File: config.mk
export PLATFORM = sky130hd
export DESIGN_NAME = rob_backend_top
export DESIGN_NICKNAME = d
export VERILOG_FILES = /design/src/lc3b_pkg.sv /design/src/alu_unit.sv /design/src/arch_regfile.sv /design/src/cdb_arbiter.sv /design/src/reorder_buffer_data.sv /design/src/rob_backend_top.sv /design/src/shift_unit.sv
export VERILOG_INCLUDE_DIRS = /design/src /design/src/src
export SDC_FILE = /design/constraint.sdc
export NUM_CORES = 1
export LEC_CHECK = 0
export BUFFER_PORTS_ARGS = -buffer_cell sky130_fd_sc_hd__buf_2
export CAP_MARGIN = 20
export CELL_PAD_IN_SITES_DETAIL_PLACEMENT = 0
export CELL_PAD_IN_SITES_GLOBAL_PLACEMENT = 1
export CORE_AREA = 2 2 218 220
export CTS_CLUSTER_SIZE = 8
export DETAILED_ROUTE_END_ITERATION = 10
export DIE_AREA = 0 0 220 222
export PLACE_DENSITY_LB_ADDON = 0.1
export SYNTH_ARGS = -nofsm -noshare
export SYNTH_HDL_FRONTEND = slang
export SYNTH_HIERARCHICAL = 1
export SYNTH_SLANG_ARGS = --single-unit
File: constraint.sdc
create_clock -name clk -period 3.4 [get_ports clk]
set_clock_uncertainty 0.15 [all_clocks]
set_input_delay 0.51 -clock clk [delete_from_list [all_inputs] [get_ports clk]]
set_output_delay 0.51 -clock clk [all_outputs]
set_load 0.01 [all_outputs]
File: src/rob_macros.svh
`ifndef ROB_MACROS_SVH
`define ROB_MACROS_SVH

// Tag width of the reorder buffer, which holds 2**ROB_TAG_WIDTH entries
`define ROB_TAG_WIDTH 3

// Width of every result value and operand
`define DATA_WIDTH 16

// Architectural register file
`define REG_COUNT 8
`define REG_ADDR_WIDTH 3 // Index width for REG_COUNT registers

`endif

File: src/lc3b_pkg.sv
`include "rob_macros.svh"

package lc3b_pkg;

	// Standard LC-3b opcode encodings from instruction bits 15:12
	typedef enum logic [3:0] {
		op_br   = 4'd0,  // Conditional branch
		op_add  = 4'd1,  // Goes to the ALU
		op_ldb  = 4'd2,
		op_stb  = 4'd3,
		op_jsr  = 4'd4,
		op_and  = 4'd5,  // Goes to the ALU
		op_ldr  = 4'd6,
		op_str  = 4'd7,
		op_rti  = 4'd8,
		op_not  = 4'd9,  // Goes to the ALU
		op_ldi  = 4'd10,
		op_sti  = 4'd11,
		op_jmp  = 4'd12,
		op_shf  = 4'd13, // Goes to the shifter
		op_lea  = 4'd14,
		op_trap = 4'd15
	} lc3b_opcode;

	// Architectural register index R0 to R7
	typedef logic [`REG_ADDR_WIDTH-1:0] lc3b_reg;

	// Control bits of SHF inside operand b, the low four bits hold the amount
	localparam int shf_dir_bit = 4;   // 0 shifts left, 1 shifts right
	localparam int shf_arith_bit = 5; // Right shifts copy the sign bit when set

endpackage

File: src/alu_unit.sv
`timescale 1ns/1ps
`include "rob_macros.svh"

module alu_unit (
	input  logic                      clk,
	input  logic                      rst_n,
	input  logic                      flush,
	input  logic                      issue,
	input  logic [`ROB_TAG_WIDTH-1:0] issue_tag,
	input  lc3b_pkg::lc3b_opcode      op,
	input  logic [`DATA_WIDTH-1:0]    a,
	input  logic [`DATA_WIDTH-1:0]    b,
	input  logic                      grant,
	output logic                      busy,
	output logic                      req,
	output logic [`ROB_TAG_WIDTH-1:0] req_tag,
	output logic [`DATA_WIDTH-1:0]    req_value
);
	import lc3b_pkg::*;

	logic                   pending; // Result computed and waiting for the CDB
	logic [`DATA_WIDTH-1:0] result;

	always_comb
	begin
		case (op)
			op_add: result = a + b;
			op_and: result = a & b;
			op_not: result = ~a;
			default: result = a; // Not issued here
		endcase
	end

	// One stage, so the request goes up right after the issue edge
	always_ff @(posedge clk or negedge rst_n)
	begin
		if (!rst_n)
			pending <= 1'b0;
		else if (flush)
			pending <= 1'b0;
		else if (issue)
			pending <= 1'b1;
		else if (grant)
			pending <= 1'b0;
	end

	always_ff @(posedge clk)
	begin
		if (issue)
		begin
			req_tag <= issue_tag;
			req_value <= result;
		end
	end

	assign busy = pending; // Stays high through the granted cycle
	assign req = pending;

	// The buffer must hold ALU dispatch back while a result is unclaimed
	a_no_issue_busy: assert property (@(posedge clk) disable iff (!rst_n) busy |-> !issue)
		else $error("ALU issued while busy");

endmodule

File: src/arch_regfile.sv
`timescale 1ns/1ps
`include "rob_macros.svh"

module arch_regfile (
	input  logic                      clk,
	input  logic                      rst_n,
	input  logic                      retire_valid,
	input  lc3b_pkg::lc3b_opcode      retire_op,
	input  lc3b_pkg::lc3b_reg         retire_dest,
	input  logic [`DATA_WIDTH-1:0]    retire_value,
	input  logic [`REG_ADDR_WIDTH-1:0] rf_addr,
	output logic [`DATA_WIDTH-1:0]    rf_data
);
	import lc3b_pkg::*;

	logic [`DATA_WIDTH-1:0] regs [`REG_COUNT];
	logic                   write_en;

	// Stores, branches and traps retire without touching a register
	assign write_en = retire_valid
		&& (retire_op inside {op_add, op_and, op_not, op_shf, op_lea, op_ldb, op_ldr, op_ldi});

	always_ff @(posedge clk or negedge rst_n)
	begin
		if (!rst_n)
		begin
			for (int i = 0; i < `REG_COUNT; i++)
				regs[i] <= '0;
		end
		else if (write_en)
			regs[retire_dest] <= retire_value;
	end

	assign rf_data = regs[rf_addr]; // Test read port

endmodule

File: src/cdb_arbiter.sv
`timescale 1ns/1ps
`include "rob_macros.svh"

module cdb_arbiter (
	input  logic                      clk,
	input  logic                      rst_n,
	input  logic                      alu_req,
	input  logic [`ROB_TAG_WIDTH-1:0] alu_tag,
	input  logic [`DATA_WIDTH-1:0]    alu_value,
	input  logic                      shf_req,
	input  logic [`ROB_TAG_WIDTH-1:0] shf_tag,
	input  logic [`DATA_WIDTH-1:0]    shf_value,
	output logic                      alu_grant,
	output logic                      shf_grant,
	output logic                      cdb_valid,
	output logic [`ROB_TAG_WIDTH-1:0] cdb_tag,
	output logic [`DATA_WIDTH-1:0]    cdb_value
);

	logic last_shf; // Set when the shifter won the last granted cycle

	// On contention the client that did not win last time gets the bus
	assign alu_grant = alu_req && (!shf_req || last_shf);
	assign shf_grant = shf_req && (!alu_req || !last_shf);

	assign cdb_valid = alu_req || shf_req; // Someone always wins when anyone asks
	assign cdb_tag = shf_grant ? shf_tag : alu_tag;
	assign cdb_value = shf_grant ? shf_value : alu_value;

	always_ff @(posedge clk or negedge rst_n)
	begin
		if (!rst_n)
			last_shf <= 1'b0;
		else if (cdb_valid)
			last_shf <= shf_grant;
	end

	a_grant_onehot: assert property (@(posedge clk) disable iff (!rst_n)
		$onehot0({alu_grant, shf_grant}) && (!alu_grant || alu_req) && (!shf_grant || shf_req))
		else $error("CDB grant is not one-hot to a requester");

endmodule

File: src/reorder_buffer_data.sv
`timescale 1ns/1ps
`include "rob_macros.svh"

module reorder_buffer_data #(
	parameter int data_width = `DATA_WIDTH,
	parameter int tag_width = `ROB_TAG_WIDTH
) (
	input  logic                  clk,
	input  logic                  rst_n,
	input  logic                  flush,
	input  logic                  dispatch,
	input  lc3b_pkg::lc3b_opcode  dispatch_op,
	input  lc3b_pkg::lc3b_reg     dispatch_dest,
	input  logic [data_width-1:0] dispatch_a,
	input  logic                  alu_busy,
	input  logic                  shf_busy,
	input  logic                  cdb_valid,
	input  logic [tag_width-1:0]  cdb_tag,
	input  logic [data_width-1:0] cdb_value,
	input  logic [tag_width-1:0]  lookup_tag1,
	input  logic [tag_width-1:0]  lookup_tag2,
	output logic                  dispatch_ready,
	output logic [tag_width-1:0]  dispatch_tag,
	output logic                  alu_issue,
	output logic                  shf_issue,
	output logic [data_width-1:0] lookup_value1,
	output logic                  lookup_valid1,
	output logic [data_width-1:0] lookup_value2,
	output logic                  lookup_valid2,
	output logic                  retire_valid,
	output lc3b_pkg::lc3b_opcode  retire_op,
	output lc3b_pkg::lc3b_reg     retire_dest,
	output logic [data_width-1:0] retire_value,
	output logic                  empty,
	output logic                  full
);
	import lc3b_pkg::*;

	localparam int depth = 2 ** tag_width;

	logic [tag_width-1:0]  head; // Oldest entry, next to retire
	logic [tag_width-1:0]  tail; // Next free slot, handed out as the tag
	logic [tag_width:0]    count; // One bit wider than a tag so full is visible
	logic [depth-1:0]      valid;
	lc3b_opcode            op_mem [depth];
	lc3b_reg               dest_mem [depth];
	logic [data_width-1:0] value_mem [depth];

	logic                 alu_bound;
	logic                 shf_bound;
	logic                 accept;
	logic [tag_width-1:0] cdb_offset; // Distance of the CDB tag from the head

	assign empty = (count == '0);
	assign full = (count == (tag_width + 1)'(depth));

	// Route by opcode, anything else has its value at dispatch
	assign alu_bound = dispatch_op inside {op_add, op_and, op_not};
	assign shf_bound = (dispatch_op == op_shf);

	// A unit still holding a result cannot take another instruction
	assign dispatch_ready = !full && !flush && !(alu_bound && alu_busy)
		&& !(shf_bound && shf_busy);
	assign accept = dispatch && dispatch_ready;
	assign alu_issue = accept && alu_bound;
	assign shf_issue = accept && shf_bound;
	assign dispatch_tag = tail;

	// The head leaves as soon as its value is present, nothing retires during flush
	assign retire_valid = !empty && valid[head] && !flush;
	assign retire_op = op_mem[head];
	assign retire_dest = dest_mem[head];
	assign retire_value = value_mem[head];

	// Forwarding reads by tag
	assign lookup_value1 = value_mem[lookup_tag1];
	assign lookup_valid1 = valid[lookup_tag1];
	assign lookup_value2 = value_mem[lookup_tag2];
	assign lookup_valid2 = valid[lookup_tag2];

	always_ff @(posedge clk or negedge rst_n)
	begin
		if (!rst_n)
		begin
			head <= '0;
			tail <= '0;
			count <= '0;
			valid <= '0;
		end
		else if (flush)
		begin
			head <= '0; // New work starts again at tag 0
			tail <= '0;
			count <= '0;
			valid <= '0;
		end
		else
		begin
			if (accept)
			begin
				valid[tail] <= !(alu_bound || shf_bound);
				tail <= tail + 1'b1;
			end
			if (cdb_valid)
				valid[cdb_tag] <= 1'b1; // Write-back at the tag, as any slot may finish first
			if (retire_valid)
			begin
				valid[head] <= 1'b0;
				head <= head + 1'b1;
			end
			case ({accept, retire_valid})
				2'b10: count <= count + 1'b1;
				2'b01: count <= count - 1'b1;
				default: count <= count; // Both or neither keep the fill level
			endcase
		end
	end

	// Entry payload
	always_ff @(posedge clk)
	begin
		if (accept)
		begin
			op_mem[tail] <= dispatch_op;
			dest_mem[tail] <= dispatch_dest;
			value_mem[tail] <= dispatch_a; // Unit results overwrite this later
		end
		if (cdb_valid && !flush)
			value_mem[cdb_tag] <= cdb_value;
	end

	assign cdb_offset = cdb_tag - head;

	a_count_bound: assert property (@(posedge clk) disable iff (!rst_n)
		count <= (tag_width + 1)'(depth))
		else $error("Reorder buffer count %0d exceeds capacity", count);

	// A unit result must land on an allocated entry that is still waiting
	a_cdb_allocated: assert property (@(posedge clk) disable iff (!rst_n || flush)
		cdb_valid |-> ({1'b0, cdb_offset} < count) && !valid[cdb_tag])
		else $error("CDB wrote tag %0d outside the live entries", cdb_tag);

endmodule

File: src/rob_backend_top.sv
`timescale 1ns/1ps
`include "rob_macros.svh"

module rob_backend_top (
	input  logic                       clk,
	input  logic                       rst_n,
	input  logic                       flush,
	input  logic                       dispatch,
	input  lc3b_pkg::lc3b_opcode       dispatch_op,
	input  lc3b_pkg::lc3b_reg          dispatch_dest,
	input  logic [`DATA_WIDTH-1:0]     dispatch_a,
	input  logic [`DATA_WIDTH-1:0]     dispatch_b,
	input  logic [`ROB_TAG_WIDTH-1:0]  lookup_tag1,
	input  logic [`ROB_TAG_WIDTH-1:0]  lookup_tag2,
	input  logic [`REG_ADDR_WIDTH-1:0] rf_addr,
	output logic                       dispatch_ready,
	output logic [`ROB_TAG_WIDTH-1:0]  dispatch_tag,
	output logic [`DATA_WIDTH-1:0]     lookup_value1,
	output logic                       lookup_valid1,
	output logic [`DATA_WIDTH-1:0]     lookup_value2,
	output logic                       lookup_valid2,
	output logic                       retire_valid,
	output lc3b_pkg::lc3b_opcode       retire_op,
	output lc3b_pkg::lc3b_reg          retire_dest,
	output logic [`DATA_WIDTH-1:0]     retire_value,
	output logic [`DATA_WIDTH-1:0]     rf_data
);

	logic                      alu_issue;
	logic                      shf_issue;
	logic                      alu_busy;
	logic                      shf_busy;
	logic                      alu_req;
	logic                      shf_req;
	logic                      alu_grant;
	logic                      shf_grant;
	logic [`ROB_TAG_WIDTH-1:0] alu_tag;
	logic [`ROB_TAG_WIDTH-1:0] shf_tag;
	logic [`DATA_WIDTH-1:0]    alu_value;
	logic [`DATA_WIDTH-1:0]    shf_value;
	logic                      cdb_valid;
	logic [`ROB_TAG_WIDTH-1:0] cdb_tag;
	logic [`DATA_WIDTH-1:0]    cdb_value;

	reorder_buffer_data #(
		.data_width(`DATA_WIDTH),
		.tag_width (`ROB_TAG_WIDTH)
	) rob_i (
		.clk           (clk),
		.rst_n         (rst_n),
		.flush         (flush),
		.dispatch      (dispatch),
		.dispatch_op   (dispatch_op),
		.dispatch_dest (dispatch_dest),
		.dispatch_a    (dispatch_a),
		.alu_busy      (alu_busy),
		.shf_busy      (shf_busy),
		.cdb_valid     (cdb_valid),
		.cdb_tag       (cdb_tag),
		.cdb_value     (cdb_value),
		.lookup_tag1   (lookup_tag1),
		.lookup_tag2   (lookup_tag2),
		.dispatch_ready(dispatch_ready),
		.dispatch_tag  (dispatch_tag),
		.alu_issue     (alu_issue),
		.shf_issue     (shf_issue),
		.lookup_value1 (lookup_value1),
		.lookup_valid1 (lookup_valid1),
		.lookup_value2 (lookup_value2),
		.lookup_valid2 (lookup_valid2),
		.retire_valid  (retire_valid),
		.retire_op     (retire_op),
		.retire_dest   (retire_dest),
		.retire_value  (retire_value),
		.empty         (),
		.full          ()
	);

	// Both units read their operands straight from the dispatch port
	alu_unit alu_i (
		.clk      (clk),
		.rst_n    (rst_n),
		.flush    (flush),
		.issue    (alu_issue),
		.issue_tag(dispatch_tag),
		.op       (dispatch_op),
		.a        (dispatch_a),
		.b        (dispatch_b),
		.grant    (alu_grant),
		.busy     (alu_busy),
		.req      (alu_req),
		.req_tag  (alu_tag),
		.req_value(alu_value)
	);

	shift_unit shf_i (
		.clk      (clk),
		.rst_n    (rst_n),
		.flush    (flush),
		.issue    (shf_issue),
		.issue_tag(dispatch_tag),
		.a        (dispatch_a),
		.b        (dispatch_b),
		.grant    (shf_grant),
		.busy     (shf_busy),
		.req      (shf_req),
		.req_tag  (shf_tag),
		.req_value(shf_value)
	);

	cdb_arbiter arb_i (
		.clk      (clk),
		.rst_n    (rst_n),
		.alu_req  (alu_req),
		.alu_tag  (alu_tag),
		.alu_value(alu_value),
		.shf_req  (shf_req),
		.shf_tag  (shf_tag),
		.shf_value(shf_value),
		.alu_grant(alu_grant),
		.shf_grant(shf_grant),
		.cdb_valid(cdb_valid),
		.cdb_tag  (cdb_tag),
		.cdb_value(cdb_value)
	);

	arch_regfile rf_i (
		.clk         (clk),
		.rst_n       (rst_n),
		.retire_valid(retire_valid),
		.retire_op   (retire_op),
		.retire_dest (retire_dest),
		.retire_value(retire_value),
		.rf_addr     (rf_addr),
		.rf_data     (rf_data)
	);

endmodule

File: src/shift_unit.sv
`timescale 1ns/1ps
`include "rob_macros.svh"

module shift_unit (
	input  logic                      clk,
	input  logic                      rst_n,
	input  logic                      flush,
	input  logic                      issue,
	input  logic [`ROB_TAG_WIDTH-1:0] issue_tag,
	input  logic [`DATA_WIDTH-1:0]    a,
	input  logic [`DATA_WIDTH-1:0]    b,
	input  logic                      grant,
	output logic                      busy,
	output logic                      req,
	output logic [`ROB_TAG_WIDTH-1:0] req_tag,
	output logic [`DATA_WIDTH-1:0]    req_value
);
	import lc3b_pkg::*;

	localparam int amt_width = 4; // Shift amount sits in b[3:0]

	logic [amt_width-1:0]   remaining; // Bits still to shift
	logic                   dir_right;
	logic                   arith;
	logic                   stepping;
	logic [`DATA_WIDTH-1:0] shifted;

	assign stepping = busy && !req; // Shifting until the count runs out

	always_comb
	begin
		if (!dir_right)
			shifted = {req_value[`DATA_WIDTH-2:0], 1'b0};
		else if (arith)
			shifted = {req_value[`DATA_WIDTH-1], req_value[`DATA_WIDTH-1:1]};
		else
			shifted = {1'b0, req_value[`DATA_WIDTH-1:1]};
	end

	always_ff @(posedge clk or negedge rst_n)
	begin
		if (!rst_n)
		begin
			busy <= 1'b0;
			req <= 1'b0;
			remaining <= '0;
		end
		else if (flush)
		begin
			busy <= 1'b0; // In-flight shift is dropped
			req <= 1'b0;
		end
		else if (issue)
		begin
			busy <= 1'b1;
			req <= (b[amt_width-1:0] == '0); // A zero shift is ready at once
			remaining <= b[amt_width-1:0];
		end
		else if (req && grant)
		begin
			busy <= 1'b0;
			req <= 1'b0;
		end
		else if (stepping)
		begin
			remaining <= remaining - 1'b1;
			if (remaining == amt_width'(1))
				req <= 1'b1; // Last bit goes in at this edge
		end
	end

	// Operand register doubles as the result register
	always_ff @(posedge clk)
	begin
		if (issue)
		begin
			req_value <= a;
			req_tag <= issue_tag;
			dir_right <= b[shf_dir_bit];
			arith <= b[shf_arith_bit];
		end
		else if (stepping)
			req_value <= shifted;
	end

	a_no_issue_busy: assert property (@(posedge clk) disable iff (!rst_n) busy |-> !issue)
		else $error("Shifter issued while busy");

endmodule

==> Yosys cells after proc, flatten, opt, wreduce, memory -nomap -nowiden <==
Memory sizes are Yosys's and may differ from the RTL's.
Index checks and enable logic that the tools add are counted.
{ "op_classes": {"addsub": 6, "magnitude_cmp": 11, "eq_ne": 18, "mux": 56, "n_bitwise": 8, "reduce_logical": 48} }
{ "ops": {"columns": ["operator", "n"], "rows": [
  ["bitwise mux 128 bit", 1],
  ["2-to-1 mux 16 bit", 8],
  ["binary-select mux 16 bit (select 3 bit)", 1],
  ["demux 16 bit (select 3 bit)", 1],
  ["2-to-1 mux 8 bit", 6],
  ["case mux 16 bit (3 select lines)", 1],
  ["== test 4 bit (second input constant)", 7],
  ["2-to-1 mux 1 bit", 21],
  ["logical AND 1 bit", 20],
  ["< comparator 3 x 4 -> 1 bit (second input constant)", 5],
  ["adder 16 bit", 1],
  ["AND 16 bit", 1],
  ["2-to-1 mux 4 bit", 4],
  ["NOT 16 bit", 1],
  ["2-to-1 mux 3 bit", 5],
  ["== test 4 x 1 -> 1 bit (second input constant)", 3],
  ["== test 4 x 3 -> 1 bit (second input constant)", 3],
  ["nonzero test 3 bit", 4],
  ["binary-select mux 1 bit (select 3 bit)", 3],
  ["demux 1 bit (select 3 bit)", 3],
  ["greater-or-equal comparator 3 x 1 -> 1 bit (second input constant)", 3],
  ["logical NOT 1 bit", 9],
  ["AND 8 bit", 1],
  ["bitwise mux 8 bit", 1],
  ["22 further kinds", 34]
]} }
{ "totals": {"ff_bits": 194, "ramBits": 184, "input_bits": 52, "output_inout_bits": 78, "wordCells": 174, "n_memories": 3} }
{ "memory_table": {"columns": ["name", "depth", "word_bits", "read_ports", "rd_clocked_by_memory_dff", "write_ports", "line", "source"], "rows": [
  ["rob_i.value_mem", 8, 16, 3, 0, 2, "reorder_buffer_data.sv:47", "logic [data_width-1:0] value_mem [depth];"],
  ["rob_i.op_mem", 8, 4, 1, 0, 1, "reorder_buffer_data.sv:45", "lc3b_opcode op_mem [depth];"],
  ["rob_i.dest_mem", 8, 3, 1, 0, 1, "reorder_buffer_data.sv:46", "lc3b_reg dest_mem [depth];"]
]} }

==> Depth between registers and ports, before layout <==
Gate-level depths: netlist of run 1.
{ "depth": {"ltp_word": 15, "mapped_depth": 11, "ltp_nobuf": 11} }

==> By module <==
The synthesis of run 1 kept the hierarchy.
{ "by_module_without_submodules": {"columns": ["module", "n_inst", "cells_per_inst", "area_each_um2", "seq_area_each_um2"], "rows": [
  ["reorder_buffer_data", 1, 816, 12117.9, 5975.7],
  ["arch_regfile", 1, 338, 5766.8, 3203.1],
  ["alu_unit", 1, 234, 1971.9, 595.6],
  ["shift_unit", 1, 115, 1341.3, 780.7],
  ["cdb_arbiter", 1, 28, 372.9, 25.0]
]} }

==> Least setup slack after synthesis of run 1 <==
OpenSTA, ideal clock, no wires.
{ "synth_path": {"path_kind": "reg2reg", "startpoint": "register rob_i.head[0]", "endpoint": "register rf_i/regs[37] in the netlist's numbering", "setup_ns": 0.125, "arrival_ns": 3.211, "t_required_ns": 3.125, "path_slack_ns": -0.086, "stages_incl_launch_ff": 11, "path_buffers": 4, "period_less_slack_ns": 3.486, "path_cell_list": "dfrtp_1 -> buf_6 -> buf_2 -> nor2_1 -> clkbuf_1 -> a22oi_1 -> o221ai_1 -> xnor2_1 -> nor4b_2 -> buf_4 -> mux2_2"} }
{ "synth_via": {"elab_cells_between_ends": 24, "cone_classes": "order compare (2); eq/ne (8); mux (5); bitwise (1); reduce/logical (5); memory (3)"} }
{ "synth_rtl": {"columns": ["item", "line", "source"], "rows": [
  ["from (decl)", "reorder_buffer_data.sv:41", "logic [tag_width-1:0] head;"],
  ["from (signal assigned)", "reorder_buffer_data.sv:109", "head <= head + 1'b1;"],
  ["memory (8 x 4 bit) (*)", null, null],
  ["via retire_op[0]", "rob_backend_top.sv:23", "output lc3b_pkg::lc3b_opcode retire_op,"],
  ["== test 4 x 1 -> 1 bit (tied with other cells)", "arch_regfile.sv:21", "&& (retire_op inside {op_add, op_and, op_not, op_shf, op_lea, op_ldb, op_ldr, op_ldi});"],
  ["nonzero test 8 bit (*)", "arch_regfile.sv:21", null],
  ["logical AND 1 bit (*)", "arch_regfile.sv:21", null],
  ["to (signal, indexed assignment)", "arch_regfile.sv:31", "regs[retire_dest] <= retire_value;"],
  ["to (decl)", "arch_regfile.sv:16", "logic [`DATA_WIDTH-1:0] regs [`REG_COUNT];"]
]} }
The timed path passes the listed nets; every way through them passes the cells marked *. The select of a mux whose other input is x is not followed.
A chain may end at the register's enable or synchronous reset.

==> Final worst setup path of run 1 <==
{ "layout_path": {"startpoint": "register rob_i.head[0]", "endpoint": "output port retire_valid"} }
{ "layout_via": {"elab_chain_len": 4} }
{ "layout_lines": {"columns": ["item", "line", "source"], "rows": [
  ["binary-select mux 1 bit (select 3 bit)", "reorder_buffer_data.sv:70", "assign retire_valid = !empty && valid[head] && !flush;"],
  ["2-to-1 mux 1 bit (implied by the code)", "reorder_buffer_data.sv:70", null],
  ["logical AND 1 bit (2 in a row)", "reorder_buffer_data.sv:70", null],
  ["to (decl)", "rob_backend_top.sv:22", "output logic retire_valid,"]
]} }
No other way between the ends. The select of a mux whose other input is x is not followed.

==> results of run 1 <==
==> flip-flops by register name (all words and copies together), names as in the netlist <==
name	flops
shf_i/req	1
rf_i/regs	128
alu_i/req_tag	3
shf_i/busy	1
rob_i/dispatch_tag	3
rob_i/count	4
rob_i/dest_mem	24
shf_i/arith	1
rob_i/head	3
rob_i/valid	8
shf_i/dir_right	1
shf_i/remaining	4
rob_i/value_mem	128
shf_i/req_tag	3
arb_i/last_shf	1
alu_i/busy	1
alu_i/req_value	16
shf_i/req_value	16
rob_i/op_mem	32
==> tightest hold or removal path: stages <==
cell and delay [ps]:
buf_2 100, nand3_1 70, o211ai_1 80
==> where the power goes <==
| group | leakage [nW] | internal [W] | switching, W |
|---|---|---|---|
| combinational | 4.96 | 0.00146 | 0.00141 |
| clock | 0.710 | 0.00290 | 0.00191 |
| sequential | 4.14 | 0.00538 | 0.000265 |
| total | 9.81 | 0.00974 | 0.00359 |
==> cells in the mapped netlist (all sizes together), types with 5 or more instances <==
cell / n
buf: 58
o221ai: 26
nor2: 48
nand2b: 10
mux4: 104
ha: 22
mux2: 391
nor3: 19
a22oi: 46
a21boi: 5
a21oi: 30
nor3b: 5
mux2i: 27
a221oi: 6
nand2: 84
xor2: 5
clkbuf: 47
and3: 5
edfxtp: 224
a211oi: 11
nand3: 24
or2: 5
nand3b: 7
xnor2: 11
o21ai: 50
a21o: 5
nor2b: 15
inv: 16
dfrtp: 154
o31ai: 8
==> what timing repair did <==
item / in CTS / in global routing
resized for setup: 10 / 13
hold buffers: 3 / 0
setup buffers: 0 / 1
setup endpoints to repair: 14 / 28
endpoints found under the hold margin: 77 / 0
==> cell families (layout without fill, tap and decap cells) <==
family / Yosys count / count (layout) / share of synthesized area (%)
multiplexers: 522 / 522 / 32.9
flip-flops: 378 / 378 / 49.0
AND/OR/NAND/NOR: 248 / 248 / 5.90
AO/OA/AOI/OAI: 222 / 222 / 7.50
buffers and inverters: 121 / 327 / 2.59
adder cells (fa/ha/maj): 24 / 24 / 1.46
XOR/XNOR: 16 / 16 / 0.650
==> worst max-delay path by stage <==
stage / depth (start not counted) / startpoint / end
4_1_cts: 8 / rob_i/head[0] / retire_value[11]
5_1_grt: 8 / rob_i/head[0] / retire_value[11]
2_1_floorplan: 10 / rob_i/head[0] / rf_i/regs[37]
3_5_place_dp: 7 / rob_i/head[0] / rf_i/regs[124]
6_report: 6 / rob_i/head[0] / retire_valid
3_3_place_gp: 7 / rob_i/head[0] / rf_i/regs[121]
==> metal layers <==
metal / vias up / part of all wire, % / wire (um)
li1: 6409 / - / -
met1: 7240 / 42 / 24900
met2: 396 / 50 / 29600
met3: 114 / 5.4 / 3220
met4: 0 / 3.1 / 1830
met5: - / 0 / 0
==> through the flow <==
stage                     cell area, um2  setup slack [ps]  utilization (%)
final                              25100              78.5             54.2
after global routing               25100              9.95             54.2
after CTS                          25000             -9.74             54.1
after detailed placement           23500               107             50.7
after global placement             23500               166             50.7
after floorplan                    21600             -85.8                -
==> area by class of cell <==
cell class	count	area, um2
Timing Repair Buffer	234	1660
Multi-Input combinational cell	1032	10500
Fill cell	3882	21200
Tap cell	607	759
Sequential cell	378	10600
Clock inverter	2	17.5
Clock buffer	75	1450
Inverter	16	62.6
==> flow_summary.yaml, run 1 <==
status:
  status: "completed"
cts:
  clk_path_buf_depth: 3
  cts.sinks: 378
  cts_made_buffers: 53
  cts_max_level: 2
  cts.reportedPaths.clkPinSlew_ps: 50
  root_buffer: "clkbuf_16"
  insertion_delay_ps: 590
  tritoncts: "done"
setup_path:
  cp_slowest_stage_delay_ps: 530
  cp_num_buf_inv: 2
  critical_path_class: "reg -> out"
  regToRegStartpoint: "rob_i/head[0]"
  cp-start-kind: "flip-flop"
  r2r_slack_ps: 120
  crit_family: "simple AND/OR/NAND/NOR gates"
  slowest_stage: "or4b_4"
  required_ps: 2740
  arrival_ps: 2660
  cp_max_fo: 3
  r2r-end: "rf_i/regs[105]"
  crit_chain: "or4b_4 > o221a_4 > a21o_1 > nor2_1 > buf_4 > buf_2"
  critPathCaptureType: "primary output"
  reg2regPathDepth: 8
min_path:
  worstHoldPathCells: 3
  hp-start: "dispatch_b[0]"
  min_path_type: "in -> reg"
  holdPathEnd: "shf_i/remaining[0]"
drt:
  dr.pass1.iters: 5
  drtIter0Drc: 1109
  wl_mm: 59.6
  drt.antenna.violating_nets: 0
  vias: 14200
  wl_per_cell_um: 25.4
  drc_errors: 0
  viasPerCell: 6.04
sta:
  report.final.slew_viol_count: 0
  max_slew_margin_pct: 45.1
  rsz0062_at_grt: "no"
  tightest_slew_ps: 823
  worst_hold_slack_ps: 55.8
  setup_viol: 0
  hold_violations: 0
  tns_ps: 0
  clock.fmax_ghz: 0.301
  post-route-period-util_pct: 97.7
  fin_crit_ps: 3320
global_route:
  grt_pass1_wl_mm: 90.1
  grt_pass1_vias: 14700
  overflow: 0
  grt_usage_pct: 24.6
  grt_max_degree: 78
  antenna_found_initial: 0
  use_met1_pct: 32.1
  grt_use_met3_pct: 4.27
  busiest_layer: "met2"
  grt_use_met2_pct: 41.4
logic_synthesis:
  yosysSeqAreaShare_pct: 49.0
  yosys.area.top_type: "edfxtp_1"
  synthTopCellsByArea: "edfxtp_1 (31%), mux2_2 (19%), dfrtp_1 (18%), mux4_2 (11%), a22oi_1 (1.6%)"
  synth_edf_count: 224
  syn_avg_cell_area_um2: 14.1
  synth.distinct_cells: 83
  syn_inst: 1531
  synth_seq_cells: 378
  synth_nets: 1607
  yosys_warnings: 6
  synth_area_um2: 21600
  synth_ff_type: "edfxtp_1"
  async_flop_share_pct: 40.7
  yosysTopAreaCellShare_pct: 31.2
finish:
  antennaDiodeCount: 0
  syn_to_final_growth_pct: 16.2
  instances_no_fill: 2344
  final_common_cell: "mux2_2"
  layout-drive-gt1-share_pct: 48.0
  layout.nets: 1791
  mostFrequentLayoutCells: "mux2_2 (372), edfxtp_1 (224), dfrtp_1 (151)"
floorplanning:
  die_h_um: 222
  die_w_um: 220
  initial_core_util_pct: 46.6
  io_pins: 130
  rows: 79
  dieArea_um2: 48800
  fp.coreArea_um2: 46300
place:
  gp_congestion: 0.819
  post-dp-hpwl_mm: 39.8
  io_buffer_count: 129
  dp_cells: 2263
power:
  power_density_nw_per_um2: 532
  total_power_w: 0.0133
  leakage_nw: 9.81
  max-vdd-ir-drop_uv: 389
flow_run:
  cap_viol_max_count: 0
Note: power is estimated with default switching activity, not from simulation.
==> run 2, diff against run 1 <==
- CORE_AREA: 2 2 218 220 -> 2 2 222 224
- DIE_AREA: 0 0 220 222 -> 0 0 224 226
- SETUP_SLACK_MARGIN: unset -> 0.05
==> flow_summary.yaml, run 2 (synthesized netlist as in run 1, its figures left out) <==
floorplanning:
  dieArea_um2: 50600
  io_pins: 130
  rows: 81
  die_w_um: 224
  fp.coreArea_um2: 48300
  die_h_um: 226
  initial_core_util_pct: 44.6
finish:
  instances_no_fill: 2362
  syn_to_final_growth_pct: 16.1
  fin_util_pct: 51.8
  largest_registers: "rf_i/regs x128, rob_i/value_mem x128, rob_i/op_mem x32"
  antennaDiodeCount: 0
  layout.nets: 1792
  final_common_cell: "mux2_2"
  final_cell_area_um2: 25100
  layout-drive-gt1-share_pct: 48.0
  mostFrequentLayoutCells: "mux2_2 (372), edfxtp_1 (224), dfrtp_1 (151)"
global_route:
  grt_use_met3_pct: 4.09
  grt_max_degree: 80
  grt_usage_pct: 24.3
  use_met1_pct: 31.0
  antenna_found_initial: 2
  grt_pass1_wl_mm: 91.3
  busiest_layer: "met2"
  overflow: 0
  grt_pass1_vias: 14800
  grt_use_met2_pct: 42.3
setup_path:
  cp_num_cells: 7
  r2r-end: "rf_i/regs[99]"
  regToRegStartpoint: "rob_i/head[0]"
  cp_max_fo: 5
  required_ps: 2740
  slowest_stage: "or4b_4"
  reg2regPathDepth: 9
  critPathCaptureType: "primary output"
  r2r_slack_ps: 200
  crit_family: "simple AND/OR/NAND/NOR gates"
  crit_top_cell: "buf_4"
  cp-start-kind: "flip-flop"
  critical_path_class: "reg -> out"
  cp_slowest_stage_delay_ps: 540
  arrival_ps: 2640
  crit_chain: "or4b_4 > o221a_4 > a21o_1 > nor2_1 > buf_4 > buf_4 > buf_2"
  cp_num_buf_inv: 3
drt:
  wl_mm: 61.0
  vias: 14100
  drt.antenna.violating_nets: 0
  viasPerCell: 5.98
  drtIter0Drc: 800
  dr.pass1.iters: 5
  wl_per_cell_um: 25.8
  drc_errors: 0
cts:
  root_buffer: "clkbuf_16"
  cts_max_level: 2
  insertion_delay_ps: 600
  tritoncts: "done"
  cts.reportedPaths.clkPinSlew_ps: 50
  cts_made_buffers: 53
  cts.sinks: 378
  cts_setup_buffers: 0
  clk_path_buf_depth: 3
power:
  leakage_nw: 9.79
  max-vdd-ir-drop_uv: 369
  power_density_nw_per_um2: 530
place:
  io_buffer_count: 129
  gp_congestion: 0.814
  dp_cells: 2280
  place_area_um2: 23500
  post-dp-hpwl_mm: 40.7
sta:
  tightest_slew_ps: 880
  report.final.slew_viol_count: 0
  clock.fmax_ghz: 0.303
  setup_viol: 0
  fin_crit_ps: 3300
  max_slew_margin_pct: 41.3
  rsz0062_at_grt: "yes"
  hold_violations: 0
  tns_ps: 0
  post-route-period-util_pct: 97.0
min_path:
  holdPathEnd: "rob_i/dest_mem[0][0]"
  worstHoldPathCells: 1
  hp-start: "dispatch_dest[0]"
  min_path_type: "in -> reg"
flow_run:
  cap_viol_max_count: 0
status:
  status: "completed"
-- run 2: cell types whose count changed in the layout (fill, tap and decap cells not counted), sizes merged --
cell / delta
clkbuf: +1
buf: +1
inv: -1
clkinv: +2
-- run 2: routing by layer --
metal / vias up / wire length, um
met5: - / 20
met4: 4 / 1680
met3: 110 / 2950
met2: 393 / 30600
met1: 7202 / 25700
li1: 6409 / -
-- run 2: how the worst max path moves through the flow --
stage / endpoint / start / slack [ps]
2_1_floorplan: rf_i/regs[10] / rob_i/head[0] / 80
3_3_place_gp: rf_i/regs[121] / rob_i/head[0] / 120
3_5_place_dp: rf_i/regs[121] / rob_i/head[0] / 90
4_1_cts: rf_i/regs[115] / rob_i/head[0] / 50
5_1_grt: retire_value[2] / rob_i/head[0] / 40
6_report: retire_valid / rob_i/head[0] / 100
-- run 2: area by class of cell --
cell class	instances	area, um2
fillers	4210	23300
clock inverters	3	25.0
well taps	622	778
multi-input cells	1032	10500
repair buffers	235	1620
inverters	16	62.6
flip-flops and latches	378	10600
clock buffers	76	1430
-- run 2: worst reg2reg max path: cells and delay by family (launching register included) --
family / cells / cell delay [ps]
AO/OA/AOI/OAI: 2 / 340
buffers and inverters: 2 / 400
flip-flops: 1 / 510
multiplexers: 1 / 310
AND/OR/NAND/NOR: 4 / 1350
-- run 2: what timing repair did --
item / in CTS / in global routing
gates resized for setup: 9 / 12
hold buffers: 3 / 0
endpoints found under the hold margin: 78 / 0
pin swaps: 1 / 0
gates cloned: 0 / 0
setup endpoints to repair: 16 / 32
-- run 2: through the flow --
step	power [W]	hold slack [ps]	setup WS (ps)
3_5_place_dp	0.00856	338	94.0
6_report	0.0133	53.2	102
2_1_floorplan	0.00751	64.4	82.2
3_3_place_gp	0.00849	333	122
4_1_cts	0.0134	33.2	51.7
5_1_grt	0.0139	50.9	44.0
-- run 2: report_power, final --
| group | internal [W] | switching, W |
|---|---|---|
| registers | 0.00538 | 0.000268 |
| clock network | 0.00286 | 0.00191 |
| logic | 0.00145 | 0.00141 |
| total | 0.00969 | 0.00359 |
